File: src/rtl/scc_defs.svh
`ifndef SCC_DEFS_SVH
`define SCC_DEFS_SVH

`define SCC_BYTE_W 8   // data and register width
`define SCC_TC_W 16    // time constant {wr13, wr12}

// write register indices, channel a
`define SCC_R_WR0 4'd0
`define SCC_R_WR1 4'd1
`define SCC_R_WR3 4'd3
`define SCC_R_WR4 4'd4
`define SCC_R_WR5 4'd5
`define SCC_R_WR9 4'd9
`define SCC_R_TC_LO 4'd12
`define SCC_R_TC_HI 4'd13

// read register indices
`define SCC_R_RR0 4'd0
`define SCC_R_RR1 4'd1
`define SCC_R_RR3 4'd3
`define SCC_R_RR8 4'd8

`define SCC_CMD_POINT_HI 3'b001   // wr0[5:3]
`define SCC_CMD_RX_FIRST 3'b100   // enable int on next rx char
`define SCC_CMD_RST_TXIP 3'b101

`define SCC_RST_CHAN_A 2'b10      // wr9[7:6]
`define SCC_RST_HW 2'b11

// bit positions inside the write registers
`define SCC_WR1_TXIE 1
`define SCC_WR1_RXMODE_LO 3       // rx int mode in [4:3]
`define SCC_WR3_RXEN 0
`define SCC_WR3_BITS_LO 6         // rx bits/char in [7:6]
`define SCC_WR4_STOP_LO 2         // stop mode in [3:2]
`define SCC_WR5_TXEN 3
`define SCC_WR5_BITS_LO 5         // tx bits/char in [6:5]
`define SCC_WR9_MIE 3

`endif

File: src/rtl/scc_pkg.sv
`default_nettype none
`include "scc_defs.svh"

package scc_pkg;

	typedef logic [`SCC_BYTE_W-1:0] byte_t;	// register or data value
	typedef logic [3:0] reg_index_t;	// bit 3 comes from point high

	// scc's own bits/char encoding, same in wr3 and wr5
	typedef enum logic [1:0] {
		LEN_5 = 2'b00,
		LEN_7 = 2'b01,
		LEN_6 = 2'b10,
		LEN_8 = 2'b11
	} char_len_t;

	typedef enum logic [1:0] {
		RX_INT_OFF = 2'b00,
		RX_INT_FIRST = 2'b01,	// first char or special
		RX_INT_ALL = 2'b10,	// every char or special
		RX_INT_SPECIAL = 2'b11	// special only, nothing special is left here
	} rx_mode_t;

	typedef logic [`SCC_TC_W-1:0] time_const_t;

	// data bits in one character
	function automatic logic [3:0] char_bits(char_len_t len);
		case (len)
			LEN_5: char_bits = 4'd5;
			LEN_6: char_bits = 4'd6;
			LEN_7: char_bits = 4'd7;
			default: char_bits = 4'd8;
		endcase
	endfunction

endpackage

`default_nettype wire

File: src/rtl/scc_bus_regs.sv
`default_nettype none
`include "scc_defs.svh"

module scc_bus_regs (
	input wire clk,
	input wire reset_hw,
	input wire i_cs,
	input wire i_we,
	input wire [1:0] i_rs,	// [1] data/ctl, [0] a/b side
	input wire scc_pkg::byte_t i_wdata,
	input wire i_rx_valid,
	input wire scc_pkg::byte_t i_rx_data,
	input wire i_tx_ready,
	input wire i_tx_busy,
	input wire i_rx_ip,
	input wire i_tx_ip,
	output scc_pkg::byte_t o_rdata,
	output logic o_tx_valid,
	output scc_pkg::byte_t o_tx_data,
	output logic o_chan_reset,
	output logic o_cmd_rx_first,
	output logic o_cmd_rst_txip,
	output logic o_data_write,
	output logic o_data_read,
	output logic o_rx_en,
	output scc_pkg::char_len_t o_rx_len,
	output scc_pkg::rx_mode_t o_rx_mode,
	output logic o_two_stop,
	output logic o_tx_en,
	output scc_pkg::char_len_t o_tx_len,
	output logic o_tx_ie,
	output logic o_mie,
	output scc_pkg::time_const_t o_tc
);

	scc_pkg::reg_index_t rindex;	// pointer seen by the current access
	scc_pkg::reg_index_t rindex_next;	// pointer for the following access
	scc_pkg::byte_t wr1;
	scc_pkg::byte_t wr3;
	scc_pkg::byte_t wr4;
	scc_pkg::byte_t wr5;
	scc_pkg::byte_t wr9;
	scc_pkg::byte_t wr12;
	scc_pkg::byte_t wr13;
	scc_pkg::byte_t rx_hold;	// last received char
	scc_pkg::byte_t tx_data;
	logic rx_avail;
	logic tx_valid;
	logic tx_take;
	logic ctl_acc;
	logic ctl_wr;
	logic wr0_wr;
	logic wr9_wr;
	logic rst_hw_cmd;
	logic [2:0] wr0_cmd;
	logic [1:0] wr9_rst;

	// only channel a is decoded, b side is ignored
	assign ctl_acc = i_cs & ~i_rs[1] & i_rs[0];
	assign ctl_wr = ctl_acc & i_we;
	assign o_data_write = i_cs & i_we & i_rs[1] & i_rs[0];
	assign o_data_read = i_cs & ~i_we & i_rs[1] & i_rs[0];

	assign wr0_cmd = i_wdata[5:3];
	assign wr0_wr = ctl_wr & (rindex == `SCC_R_WR0);
	assign o_cmd_rx_first = wr0_wr & (wr0_cmd == `SCC_CMD_RX_FIRST);
	assign o_cmd_rst_txip = wr0_wr & (wr0_cmd == `SCC_CMD_RST_TXIP);

	assign wr9_rst = i_wdata[7:6];
	assign wr9_wr = ctl_wr & (rindex == `SCC_R_WR9);
	assign rst_hw_cmd = wr9_wr & (wr9_rst == `SCC_RST_HW);
	assign o_chan_reset = rst_hw_cmd | (wr9_wr & (wr9_rst == `SCC_RST_CHAN_A));	// one clk

	always_ff @(posedge clk or posedge reset_hw) begin
		if (reset_hw) begin
			rindex_next <= '0;
			rindex <= '0;
		end else begin
			if (ctl_acc) begin
				rindex_next <= '0;	// back to wr0 after any control access
				if (wr0_wr)
					rindex_next <= {(wr0_cmd == `SCC_CMD_POINT_HI), i_wdata[2:0]};
			end
			// pointer moves only between accesses so read data holds still
			if (!i_cs)
				rindex <= rindex_next;
		end
	end

	always_ff @(posedge clk or posedge reset_hw) begin
		if (reset_hw) begin
			wr1 <= '0;
			wr3 <= '0;
			wr4 <= '0;
			wr5 <= '0;
			wr9 <= '0;
			wr12 <= '0;
			wr13 <= '0;
		end else if (o_chan_reset) begin
			wr1 <= '0;
			wr5[`SCC_WR5_TXEN] <= 1'b0;	// wr3, wr4, tc survive
			if (rst_hw_cmd)
				wr9[`SCC_WR9_MIE] <= 1'b0;	// hw reset also drops mie
		end else if (ctl_wr) begin
			case (rindex)
				`SCC_R_WR1: wr1 <= i_wdata;
				`SCC_R_WR3: wr3 <= i_wdata;
				`SCC_R_WR4: wr4 <= i_wdata;
				`SCC_R_WR5: wr5 <= i_wdata;
				`SCC_R_WR9: wr9 <= {2'b00, i_wdata[5:0]};	// top bits are commands
				`SCC_R_TC_LO: wr12 <= i_wdata;
				`SCC_R_TC_HI: wr13 <= i_wdata;
				default: ;
			endcase
		end
	end

	// tx buffer, a second write just replaces the byte
	assign tx_take = tx_valid & i_tx_ready;

	always_ff @(posedge clk or posedge reset_hw) begin
		if (reset_hw) begin
			tx_valid <= 1'b0;
			tx_data <= '0;
		end else if (o_chan_reset) begin
			tx_valid <= 1'b0;
		end else if (o_data_write) begin
			tx_valid <= 1'b1;
			tx_data <= i_wdata;
		end else if (tx_take) begin
			tx_valid <= 1'b0;
		end
	end

	always_ff @(posedge clk or posedge reset_hw) begin
		if (reset_hw) begin
			rx_hold <= '0;
			rx_avail <= 1'b0;
		end else if (i_rx_valid) begin
			rx_hold <= i_rx_data;	// unread char is simply overwritten
			rx_avail <= 1'b1;
		end else if (o_data_read || o_chan_reset) begin
			rx_avail <= 1'b0;
		end
	end

	always_comb begin
		o_rdata = '0;
		if (i_rs[0]) begin	// b side reads zero
			if (i_rs[1]) begin
				o_rdata = rx_hold;
			end else begin
				case (rindex)
					`SCC_R_RR0: begin
						o_rdata[0] = rx_avail;
						o_rdata[2] = ~tx_valid;	// tx buffer empty
					end
					`SCC_R_RR1: o_rdata[0] = ~tx_valid & ~i_tx_busy;	// all sent
					`SCC_R_RR3: begin
						o_rdata[5] = i_rx_ip;
						o_rdata[4] = i_tx_ip;
					end
					`SCC_R_RR8: o_rdata = rx_hold;
					`SCC_R_TC_LO: o_rdata = wr12;
					`SCC_R_TC_HI: o_rdata = wr13;
					default: o_rdata = '0;
				endcase
			end
		end
	end

	assign o_tx_valid = tx_valid;
	assign o_tx_data = tx_data;
	assign o_rx_en = wr3[`SCC_WR3_RXEN];
	assign o_rx_len = scc_pkg::char_len_t'(wr3[`SCC_WR3_BITS_LO +: 2]);
	assign o_rx_mode = scc_pkg::rx_mode_t'(wr1[`SCC_WR1_RXMODE_LO +: 2]);
	assign o_two_stop = (wr4[`SCC_WR4_STOP_LO +: 2] == 2'b11);	// 01 and 10 give one
	assign o_tx_en = wr5[`SCC_WR5_TXEN];
	assign o_tx_len = scc_pkg::char_len_t'(wr5[`SCC_WR5_BITS_LO +: 2]);
	assign o_tx_ie = wr1[`SCC_WR1_TXIE];
	assign o_mie = wr9[`SCC_WR9_MIE];
	assign o_tc = {wr13, wr12};

endmodule

`default_nettype wire

File: src/rtl/scc_tx.sv
`default_nettype none
`include "scc_defs.svh"

module scc_tx (
	input wire clk,
	input wire reset_hw,
	input wire i_tx_valid,
	input wire scc_pkg::byte_t i_tx_data,
	input wire i_chan_reset,
	input wire i_tx_en,
	input wire scc_pkg::char_len_t i_tx_len,
	input wire i_two_stop,
	input wire scc_pkg::time_const_t i_tc,
	output logic o_tx_ready,
	output logic o_tx_busy,
	output logic o_txd
);

	localparam int HALF_W = `SCC_TC_W + 1;
	localparam int CNT_W = `SCC_TC_W + 2;

	logic [HALF_W-1:0] half_period;
	logic [CNT_W-1:0] bit_period;
	logic [CNT_W-1:0] bit_cnt;
	logic [3:0] n_data;
	logic [3:0] bits_left;	// bits still to send after the current one
	logic [9:0] shreg;	// data then stop bits, lsb goes next
	scc_pkg::byte_t data_fill;
	logic busy;
	logic take;
	logic bit_end;

	assign half_period = {1'b0, i_tc} + HALF_W'(2);
	assign bit_period = {half_period, 1'b0};	// 2*(tc+2)
	assign bit_end = (bit_cnt == bit_period - 1'b1);

	assign n_data = scc_pkg::char_bits(i_tx_len);
	// unused high data bits become stop level
	assign data_fill = i_tx_data | ~(8'hff >> (4'd8 - n_data));

	assign o_tx_ready = ~busy & i_tx_en;
	assign o_tx_busy = busy;
	assign take = i_tx_valid & o_tx_ready;

	always_ff @(posedge clk or posedge reset_hw) begin
		if (reset_hw) begin
			busy <= 1'b0;
			bit_cnt <= '0;
			bits_left <= '0;
			o_txd <= 1'b1;	// idle mark
		end else if (i_chan_reset) begin
			busy <= 1'b0;
			bit_cnt <= '0;
			bits_left <= '0;
			o_txd <= 1'b1;
		end else if (take) begin
			busy <= 1'b1;
			bit_cnt <= '0;
			bits_left <= n_data + (i_two_stop ? 4'd2 : 4'd1);
			o_txd <= 1'b0;	// start bit
		end else if (busy) begin
			if (bit_end) begin
				bit_cnt <= '0;
				if (bits_left == 4'd0) begin
					busy <= 1'b0;	// last stop bit done
				end else begin
					o_txd <= shreg[0];
					bits_left <= bits_left - 4'd1;
				end
			end else begin
				bit_cnt <= bit_cnt + 1'b1;
			end
		end
	end

	always_ff @(posedge clk) begin
		if (take)
			shreg <= {2'b11, data_fill};
		else if (busy && bit_end)
			shreg <= {1'b1, shreg[9:1]};	// shift in mark
	end

endmodule

`default_nettype wire

File: src/rtl/scc_rx.sv
`default_nettype none
`include "scc_defs.svh"

module scc_rx (
	input wire clk,
	input wire reset_hw,
	input wire i_rxd,
	input wire i_chan_reset,
	input wire i_rx_en,
	input wire scc_pkg::char_len_t i_rx_len,
	input wire scc_pkg::time_const_t i_tc,
	output logic o_rx_valid,
	output scc_pkg::byte_t o_rx_data
);

	localparam int HALF_W = `SCC_TC_W + 1;
	localparam int CNT_W = `SCC_TC_W + 2;

	typedef enum logic [1:0] {
		RX_IDLE,
		RX_START,	// waiting for mid start bit
		RX_DATA,
		RX_STOP
	} rx_state_t;

	rx_state_t state;
	logic rxd_meta;
	logic rxd_sync;
	logic [HALF_W-1:0] half_period;
	logic [CNT_W-1:0] bit_period;
	logic [CNT_W-1:0] cnt;
	logic [3:0] n_data;
	logic [2:0] bit_idx;
	scc_pkg::byte_t shreg;	// bits enter at the top
	logic half_end;
	logic bit_end;

	assign half_period = {1'b0, i_tc} + HALF_W'(2);
	assign bit_period = {half_period, 1'b0};
	assign half_end = (cnt == {1'b0, half_period} - 1'b1);
	assign bit_end = (cnt == bit_period - 1'b1);
	assign n_data = scc_pkg::char_bits(i_rx_len);

	always_ff @(posedge clk or posedge reset_hw) begin
		if (reset_hw) begin
			rxd_meta <= 1'b1;
			rxd_sync <= 1'b1;
		end else begin
			rxd_meta <= i_rxd;	// async line, two flops
			rxd_sync <= rxd_meta;
		end
	end

	always_ff @(posedge clk or posedge reset_hw) begin
		if (reset_hw) begin
			state <= RX_IDLE;
			cnt <= '0;
			bit_idx <= '0;
			o_rx_valid <= 1'b0;
		end else begin
			o_rx_valid <= 1'b0;
			if (i_chan_reset || !i_rx_en) begin
				state <= RX_IDLE;
				cnt <= '0;
			end else begin
				case (state)
					RX_IDLE: begin
						cnt <= '0;
						if (!rxd_sync)
							state <= RX_START;	// falling edge
					end
					RX_START: begin
						if (half_end) begin
							cnt <= '0;
							bit_idx <= '0;
							state <= rxd_sync ? RX_IDLE : RX_DATA;	// glitch goes back
						end else begin
							cnt <= cnt + 1'b1;
						end
					end
					RX_DATA: begin
						if (bit_end) begin
							cnt <= '0;
							bit_idx <= bit_idx + 3'd1;
							if ({1'b0, bit_idx} == n_data - 4'd1)
								state <= RX_STOP;
						end else begin
							cnt <= cnt + 1'b1;
						end
					end
					default: begin
						if (bit_end) begin
							cnt <= '0;
							state <= RX_IDLE;
							o_rx_valid <= rxd_sync;	// framing error drops the char
						end else begin
							cnt <= cnt + 1'b1;
						end
					end
				endcase
			end
		end
	end

	always_ff @(posedge clk) begin
		if (state == RX_DATA && bit_end)
			shreg <= {rxd_sync, shreg[7:1]};	// lsb first
		if (state == RX_STOP && bit_end)
			o_rx_data <= shreg >> (4'd8 - n_data);	// right align, zero top
	end

endmodule

`default_nettype wire

File: src/rtl/scc_irq.sv
`default_nettype none

module scc_irq (
	input wire clk,
	input wire reset_hw,
	input wire i_rx_avail_set,
	input wire i_data_read,
	input wire i_data_write,
	input wire i_cmd_rx_first,
	input wire i_cmd_rst_txip,
	input wire i_chan_reset,
	input wire i_rx_en,
	input wire scc_pkg::rx_mode_t i_rx_mode,
	input wire i_tx_ie,
	input wire i_mie,
	input wire i_tx_valid,
	input wire i_tx_ready,
	output logic o_rx_ip,
	output logic o_tx_ip,
	output logic o_irq_n
);

	logic rx_first;	// next char is the first one
	logic tx_take;
	logic rx_hit;
	logic rx_ip_d;
	logic tx_ip_d;

	assign tx_take = i_tx_valid & i_tx_ready;	// buffer went to the shifter

	// mode 01 fires only while first is armed, mode 10 on every char
	assign rx_hit = i_rx_avail_set & i_rx_en &
		((i_rx_mode == scc_pkg::RX_INT_ALL) ||
		 ((i_rx_mode == scc_pkg::RX_INT_FIRST) && rx_first));

	always_comb begin
		rx_ip_d = o_rx_ip;
		if (i_chan_reset)
			rx_ip_d = 1'b0;
		else if (rx_hit)
			rx_ip_d = 1'b1;	// new char beats a read in the same clk
		else if (i_data_read)
			rx_ip_d = 1'b0;

		tx_ip_d = o_tx_ip;
		if (i_chan_reset || i_data_write || i_cmd_rst_txip)
			tx_ip_d = 1'b0;	// buffer refilled or acknowledged
		else if (tx_take && i_tx_ie)
			tx_ip_d = 1'b1;
	end

	always_ff @(posedge clk or posedge reset_hw) begin
		if (reset_hw) begin
			rx_first <= 1'b1;
			o_rx_ip <= 1'b0;
			o_tx_ip <= 1'b0;
			o_irq_n <= 1'b1;
		end else begin
			if (i_chan_reset || i_cmd_rx_first)
				rx_first <= 1'b1;
			else if (i_data_read)
				rx_first <= 1'b0;
			o_rx_ip <= rx_ip_d;
			o_tx_ip <= tx_ip_d;
			o_irq_n <= ~(i_mie & (rx_ip_d | tx_ip_d));	// same clk as the ip bits
		end
	end

endmodule

`default_nettype wire

File: src/rtl/scc_top.sv
`default_nettype none

module scc_top (
	input wire clk,
	input wire reset_hw,
	input wire i_cs,
	input wire i_we,
	input wire [1:0] i_rs,
	input wire scc_pkg::byte_t i_wdata,
	output scc_pkg::byte_t o_rdata,
	output logic o_irq_n,
	input wire i_rxd,
	output logic o_txd
);

	scc_pkg::byte_t tx_data;
	scc_pkg::byte_t rx_data;
	scc_pkg::char_len_t rx_len;
	scc_pkg::char_len_t tx_len;
	scc_pkg::rx_mode_t rx_mode;
	scc_pkg::time_const_t tc;
	logic tx_valid;
	logic tx_ready;
	logic tx_busy;
	logic rx_valid;
	logic chan_reset;
	logic cmd_rx_first;
	logic cmd_rst_txip;
	logic data_write;
	logic data_read;
	logic rx_en;
	logic two_stop;
	logic tx_en;
	logic tx_ie;
	logic mie;
	logic rx_ip;
	logic tx_ip;

	scc_bus_regs bus_regs_i (
		.clk(clk), .reset_hw(reset_hw),
		.i_cs(i_cs), .i_we(i_we), .i_rs(i_rs), .i_wdata(i_wdata),
		.i_rx_valid(rx_valid), .i_rx_data(rx_data),
		.i_tx_ready(tx_ready), .i_tx_busy(tx_busy),
		.i_rx_ip(rx_ip), .i_tx_ip(tx_ip),
		.o_rdata(o_rdata), .o_tx_valid(tx_valid), .o_tx_data(tx_data),
		.o_chan_reset(chan_reset), .o_cmd_rx_first(cmd_rx_first),
		.o_cmd_rst_txip(cmd_rst_txip), .o_data_write(data_write), .o_data_read(data_read),
		.o_rx_en(rx_en), .o_rx_len(rx_len), .o_rx_mode(rx_mode), .o_two_stop(two_stop),
		.o_tx_en(tx_en), .o_tx_len(tx_len), .o_tx_ie(tx_ie), .o_mie(mie), .o_tc(tc)
	);

	scc_irq irq_i (
		.clk(clk), .reset_hw(reset_hw),
		.i_rx_avail_set(rx_valid), .i_data_read(data_read), .i_data_write(data_write),
		.i_cmd_rx_first(cmd_rx_first), .i_cmd_rst_txip(cmd_rst_txip),
		.i_chan_reset(chan_reset), .i_rx_en(rx_en), .i_rx_mode(rx_mode),
		.i_tx_ie(tx_ie), .i_mie(mie), .i_tx_valid(tx_valid), .i_tx_ready(tx_ready),
		.o_rx_ip(rx_ip), .o_tx_ip(tx_ip), .o_irq_n(o_irq_n)
	);

	scc_rx rx_i (
		.clk(clk), .reset_hw(reset_hw),
		.i_rxd(i_rxd), .i_chan_reset(chan_reset), .i_rx_en(rx_en),
		.i_rx_len(rx_len), .i_tc(tc),
		.o_rx_valid(rx_valid), .o_rx_data(rx_data)
	);

	scc_tx tx_i (
		.clk(clk), .reset_hw(reset_hw),
		.i_tx_valid(tx_valid), .i_tx_data(tx_data), .i_chan_reset(chan_reset),
		.i_tx_en(tx_en), .i_tx_len(tx_len), .i_two_stop(two_stop), .i_tc(tc),
		.o_tx_ready(tx_ready), .o_tx_busy(tx_busy), .o_txd(o_txd)
	);

endmodule

`default_nettype wire

File: config.mk
export PLATFORM = sky130hd
export DESIGN_NAME = scc_top
export DESIGN_NICKNAME = d
export VERILOG_FILES = /design/src/rtl/scc_pkg.sv /design/src/rtl/scc_bus_regs.sv /design/src/rtl/scc_tx.sv /design/src/rtl/scc_rx.sv /design/src/rtl/scc_irq.sv /design/src/rtl/scc_top.sv
export VERILOG_INCLUDE_DIRS = /design/src /design/src/rtl
export SDC_FILE = /design/constraint.sdc
export NUM_CORES = 1
export LEC_CHECK = 0
export BUFFER_PORTS_ARGS = -buffer_cell sky130_fd_sc_hd__buf_2
export CORE_UTILIZATION = 29
export DETAILED_ROUTE_END_ITERATION = 16
export HOLD_SLACK_MARGIN = 0.1
export PLACE_DENSITY = 0.42
export RECOVER_POWER = 100
export SLEW_MARGIN = 20
export SYNTH_ARGS = -nofsm -noshare
export SYNTH_HDL_FRONTEND = slang
export SYNTH_SLANG_ARGS = --single-unit
export TNS_END_PERCENT = 10
File: constraint.sdc
create_clock -name clk -period 11.5 [get_ports clk]
set_input_delay 1.15 -clock clk [delete_from_list [all_inputs] [get_ports clk]]
set_output_delay 1.15 -clock clk [all_outputs]
set_load 0.005 [all_outputs]
=== Word level (Yosys, flattened, before mapping) ===
Cells that the tools add are included.

* $add $sub $neg: 11
* Mux-type cells: 73
* Bitwise operators: 32
* Reductions and logical operators: 43
* Shift operators: 2
* Equality and inequality tests: 35

{| class="wikitable"
|+ Operators with widths
! kind !! count
|-
| $mux W18 || 7
|-
| $eq A18 B18 Y1 || 3
|-
| $mux W4 || 10
|-
| $add A18 B1 Y18 const B || 2
|-
| $pmux W18 S2 || 1
|-
| $mux W8 || 4
|-
| $mux W1 || 28
|-
| $pmux W4 S3 || 2
|-
| $reduce_and A3 Y1 || 8
|-
| $and A1 B1 Y1 || 21
|-
| $sub A17 B1 Y18 const B || 1
|-
| $sub A18 B1 Y18 const B || 1
|-
| $add A16 B2 Y17 const B || 1
|-
| $eq A2 B2 Y1 const B || 8
|-
| $eq A4 B4 Y1 const B || 4
|-
| $mux W2 || 8
|-
| $reduce_bool A2 Y1 || 8
|-
| $mux W5 || 3
|-
| $pmux W2 S3 || 2
|-
| $ne A3 B1 Y1 const B || 3
|-
| $reduce_bool A3 Y1 || 3
|-
| $eq A2 B1 Y1 const B || 4
|-
| $eq A4 B3 Y1 const B || 2
|-
| $logic_not A4 Y1 || 2
|-
| other kinds (33) || 60
|}

* Bits in registers: 148
* Output and inout port bits: 10
* Logic and storage cells: 228

=== Longest topological paths before layout ===
* Word-level depth: 13
* Mapped depth: 15
* Depth with buffers taken out: 12

=== By module ===
A second synthesis with hierarchy kept.

* Cells, all modules: 989
* Area total of the unflattened synthesis: 9335.2 sq um

{| class="wikitable"
|+ Modules (own cells, without submodules)
! module !! seq. area each (sq um) !! area an instance (sq um) !! cells an instance !! times used
|-
| scc_rx || 1133.6 || 3726.1 || 407 || 1
|-
| scc_tx || 842.1 || 2847.7 || 332 || 1
|-
| scc_bus_regs || 1351.3 || 2581.2 || 233 || 1
|-
| scc_irq || 102.6 || 180.2 || 17 || 1
|}

=== Least setup slack after synthesis ===
OpenSTA, ideal clock, no wires.

* Path kind: reg-to-reg
* Start point: register bus_regs_i.wr12[1]
* End point: register rx_i.shreg[0] (enable)
* Setup time: 370 ps
* Path buffers: 1
* Required time: 11130 ps
* Period minus slack after synthesis: 3759 ps
* Slack: 7741 ps
* Stages on the path, launching flop included: 12
* Arrival time: 3389 ps
* Cell sequence: dfrtp_1 > ha_1 > buf_2 > xnor2_1 > nand3b_1 > nor4_2 > nand2_1 > nor3b_4 > xor3_1 > nor4_1 > nand3_1 > nor2_1

* Cells in the longest elaborated chain, start to end: 4

{| class="wikitable"
|+ Ends and longest elaborated chain
! what !! line !! source
|-
| start: declaration || scc_bus_regs.sv:43 || <nowiki>scc_pkg::byte_t wr12;</nowiki>
|-
| start signal: assignment || scc_bus_regs.sv:111 || <nowiki>`SCC_R_TC_LO: wr12 <= i_wdata;</nowiki>
|-
| $add A16 B2 Y17 || scc_rx.sv:38 || <nowiki>assign half_period = {1'b0, i_tc} + HALF_W'(2);</nowiki>
|-
| $sub A18 B1 Y18 || scc_rx.sv:41 || <nowiki>assign bit_end = (cnt == bit_period - 1'b1);</nowiki>
|-
| $eq A18 B18 Y1 || scc_rx.sv:41 ||
|-
| $logic_and A1 B1 Y1 || scc_rx.sv:106 || <nowiki>if (state == RX_DATA && bit_end)</nowiki>
|-
| end signal: assignment || scc_rx.sv:107 || <nowiki>shreg <= {rxd_sync, shreg[7:1]};</nowiki>
|-
| end: declaration || scc_rx.sv:34 || <nowiki>scc_pkg::byte_t shreg;</nowiki>
|}

No other way between the ends.
A chain may end at the register's enable or synchronous reset.

=== Worst setup path after layout ===
* Start point: register bus_regs_i.wr12[1]
* End point: register tx_i.bit_cnt[8]

* Cells in the longest elaborated chain, start to end: 7

{| class="wikitable"
|+ Ends and longest elaborated chain
! what !! line !! source
|-
| $add A16 B2 Y17 || scc_tx.sv:33 || <nowiki>assign half_period = {1'b0, i_tc} + HALF_W'(2);</nowiki>
|-
| $sub A18 B1 Y18 || scc_tx.sv:35 || <nowiki>assign bit_end = (bit_cnt == bit_period - 1'b1);</nowiki>
|-
| $eq A18 B18 Y1 || scc_tx.sv:35 ||
|-
| $mux W18 || scc_tx.sv:62 || <nowiki>if (bit_end) begin</nowiki>
|-
| $mux W18 || scc_tx.sv:61 || <nowiki>end else if (busy) begin</nowiki>
|-
| $mux W18 || scc_tx.sv:56 || <nowiki>end else if (take) begin</nowiki>
|-
| $mux W18 || scc_tx.sv:51 || <nowiki>end else if (i_chan_reset) begin</nowiki>
|-
| end signal: assignment || scc_tx.sv:71 || <nowiki>bit_cnt <= bit_cnt + 1'b1;</nowiki>
|-
| end: declaration || scc_tx.sv:24 || <nowiki>logic [CNT_W-1:0] bit_cnt;</nowiki>
|}

No other way between the ends. The select of a mux whose other input is x is not followed.

==> results.py <==
metrics = {
    "sta": {
        "worst_slew_pin_slew_ps": 3480,
        "hold_viol_final": 0,
        "fin_crit_ps": 5870,
        "timing.final.crit_share_pct": 51.1,
        "final-setup-viol-count": 0,
        "maxSlewViolCount": 146,
        "rsz0062_at_grt": "no",
        "relSlewSlack_pct": -132,
        "skew_ps": 13.9,
        "hold_ws_ps": 361,
        "finalSetupTns_ps": 0,
        "max_freq_ghz": 0.170,
    },
    "global_routing": {
        "grt_max_degree": 64,
        "grt-ovfl-total": 0,
        "antenna_found_initial": 0,
        "grt_pass1_wl_mm": 34.1,
        "grt.total_usage_pct": 15.4,
        "grt_pass1_vias": 5803,
    },
    "min_path": {
        "holdCritPathClass": "flip-flop to flip-flop",
    },
    "clocking": {
        "root_buffer": "clkbuf_16",
        "clk_pin_slew_ps": 70,
        "post-cts-setup-buffers": 0,
        "clkLatencyLatePin_ps": 430,
        "cts_sinks": 132,
        "cts_htree_levels": 4,
        "cts_made_buffers": 17,
        "clockBufferDepth": 2,
        "hold_buffers": 0,
        "ctsResizeCount": 0,
        "cts_tree": "yes",
    },
    "detailed_routing": {
        "drt-total-wl_mm": 21.0,
        "viasPerCell": 4.84,
        "dr.pass1.iters": 5,
        "drtIter0Drc": 359,
        "antenna_left": 0,
        "wl_per_cell_microns": 17.2,
        "drcViolationCount": 0,
        "vias": 5903,
    },
    "run": {
        "cap_violations": 4,
    },
    "worst_setup_path": {
        "crit_type": "flip-flop to flip-flop",
        "crit_path_frequent_cell": "nor2_1",
        "cpPeakStageDelay_ps": 1400,
        "worst_ep_required_time_ps": 11730,
        "arrival_ps": 6110,
        "path_cells": "ha_1 -> xnor2_1 -> nand3b_1 -> nor4_1 -> nand2_1 -> nor3b_1 -> xor3_1 -> nor2_1 -> a21boi_0 -> o21ai_0 -> nor2_1",
        "cpMaxStageDelayCell": "o21ai_0",
        "cp-end-kind": "flip-flop",
        "start_kind": "flip-flop",
        "critPathMaxFanout": 15,
    },
    "yosys": {
        "netlist_area_sq_mm": 0.00820,
        "synth_nets": 863,
        "syn-mean-instance-area_sq_um": 9.88,
        "synth_cell_types": 74,
        "synth_enable_flop_cells": 24,
        "yosys_warnings": 0,
        "synth_top_cell_area_share_pct": 31.4,
        "syn_inst": 830,
        "synth_top_area_cell": "dfrtp_1",
        "ys.flop_type": "dfrtp_1",
        "ys_seq_area_share_pct": 41.8,
        "netlist_top_cells_area": "dfrtp_1, edfxtp_1, xnor2_1, mux2_2, xor2_1",
        "synthArstFlopShare_pct": 81.8,
        "ys_seq_elements": 132,
    },
    "floorplan": {
        "row_count": 61,
        "dieArea_sq_mm": 0.0290,
        "die_w_microns": 170,
        "initial_utilization_pct": 29.5,
        "die_h_microns": 170,
        "ios": 25,
        "core_area_sq_mm": 0.0278,
    },
    "power": {
        "p_per_area_mw_per_mm2": 150,
        "leakagePower_uw": 0.00377,
        "ir_worst_vdd_v": 0.0000666,
    },
    "finish": {
        "final_util_pct": 33.0,
        "syn2layout_area_growth_pct": 11.7,
        "mostFrequentLayoutCells": "dfrtp_1, nand2_1, nor2_1",
        "num_antenna_cells": 0,
        "fin_nets": 861,
        "drive_gt1_share_pct": 12.0,
        "layout_commonest_cell": "dfrtp_1",
    },
    "run_status": {
        "outcome": "finished with violations",
        "violations": "max-capacitance violations, max-slew violations",
    },
    "place": {
        "hpwlAfterDp_mm": 15.3,
        "globalplace.congestion": 0.819,
        "port-buffer-count": 24,
    },
}
Yosys cell counts, types with 4 or more instances:
cell type    n
mux2i_1     16
nand2_1     88
xnor2_1     58
a21o_1       4
edfxtp_1    24
dfrtp_1    103
mux2_2      34
clkbuf_1    31
nand4_1     18
xor3_1       4
nor4b_1      4
nor4_1      10
nor2b_1     11
xnor3_1     12
nor3_1      35
nor2_1      63
buf_1        8
and2_1       7
o21a_1       5
dfstp_2      5
buf_2        8
or2_2        4
nand3b_1     4
or3_1        4
ha_1        17
o21ai_0     42
and4_1       5
xor2_1      40
and3_1      10
a211oi_1     5
nand3_1     35
a21oi_1     27
inv_1       25
critical path: cells and delay by family (launching register included):
kind            cells  cell delay (ps)
simple gates        6             2360
compound gates      2             1690
xor+xnor            2              770
flops               1              490
fa+ha+maj           1              350
final cells by class:
cell class / instances / area [sq um]
Tap cell: 378 / 473
Clock inverter: 15 / 160
Inverter: 25 / 95.1
Fill cell: 2882 / 18600
Clock buffer: 17 / 425
Sequential cell: 132 / 3430
Timing Repair Buffer: 27 / 121
Multi-Input combinational cell: 625 / 4450
flip-flops by register name, indices dropped and copies added, names as in the netlist, 4 cells and up:
| name | flops |
|---|---|
| bus_regs_i.rindex_next | 4 |
| rx_i.shreg | 8 |
| bus_regs_i.rindex | 4 |
| tx_i.bits_left | 4 |
| bus_regs_i.rx_hold | 8 |
| bus_regs_i.wr13 | 8 |
| tx_i.shreg | 8 |
| bus_regs_i.wr12 | 8 |
| tx_i.bit_cnt | 18 |
| rx_i.o_rx_data | 8 |
| rx_i.cnt | 18 |
| bus_regs_i.o_tx_data | 8 |
layer usage:
layer  global-route usage [%]  share of wire (%)  vias to the layer above
met5                        0                  0                        -
met3                     2.30                2.5                        9
met2                     24.1                 45                       90
met4                     4.03               0.86                        0
met1                     22.1                 51                     2873
li1                         -                  -                     2931
report_power, final:
part / switching, uW / total (uW) / internal, uW
Combinational: 139 / 235 / 96.3
Clock: 241 / 548 / 307
Sequential: 54.8 / 595 / 540
Total: 434 / 1380 / 944
kinds of logic after synthesis:
family	synth area share (%)
fa+ha+maj	2.84
mux	6.62
simple gates	20.4
flops	41.8
compound gates	9.95
buf+inv	3.51
xor+xnor	14.9
per-stage QoR:
stage / std cells / power, uW / worst slack, ps / cell area (sq um)
2_1_floorplan: 830 / 774 / 7510 / 8200
3_3_place_gp: 1187 / 845 / 7010 / 8630
3_5_place_dp: 1187 / 846 / 6920 / 8630
4_1_cts: 1219 / 1400 / 6900 / 9210
5_1_grt: 1219 / 1460 / 4910 / 9160
6_report: 1219 / 1380 / 5630 / 9160
final timing paths:
| kind | start | endpoint | slack, ps | depth (start not counted) |
|---|---|---|---|---|
| setup / recovery | bus_regs_i.wr12[1] | tx_i.bit_cnt[8] | 5630 | 11 |
| hold / removal | rx_i.rxd_meta | rx_i.rxd_sync | 360 | 0 |
| setup reg to reg | bus_regs_i.wr12[1] | tx_i.bit_cnt[8] | 5630 | 11 |
| hold reg to reg | rx_i.rxd_meta | rx_i.rxd_sync | 360 | 0 |
| max in group asynchronous | reset_hw | rx_i.bit_idx[1] | 6130 | 3 |
| min in group asynchronous | reset_hw | tx_i.bits_left[0] | 1320 | 2 |
No activity file was read; power rests on OpenSTA's default activity.
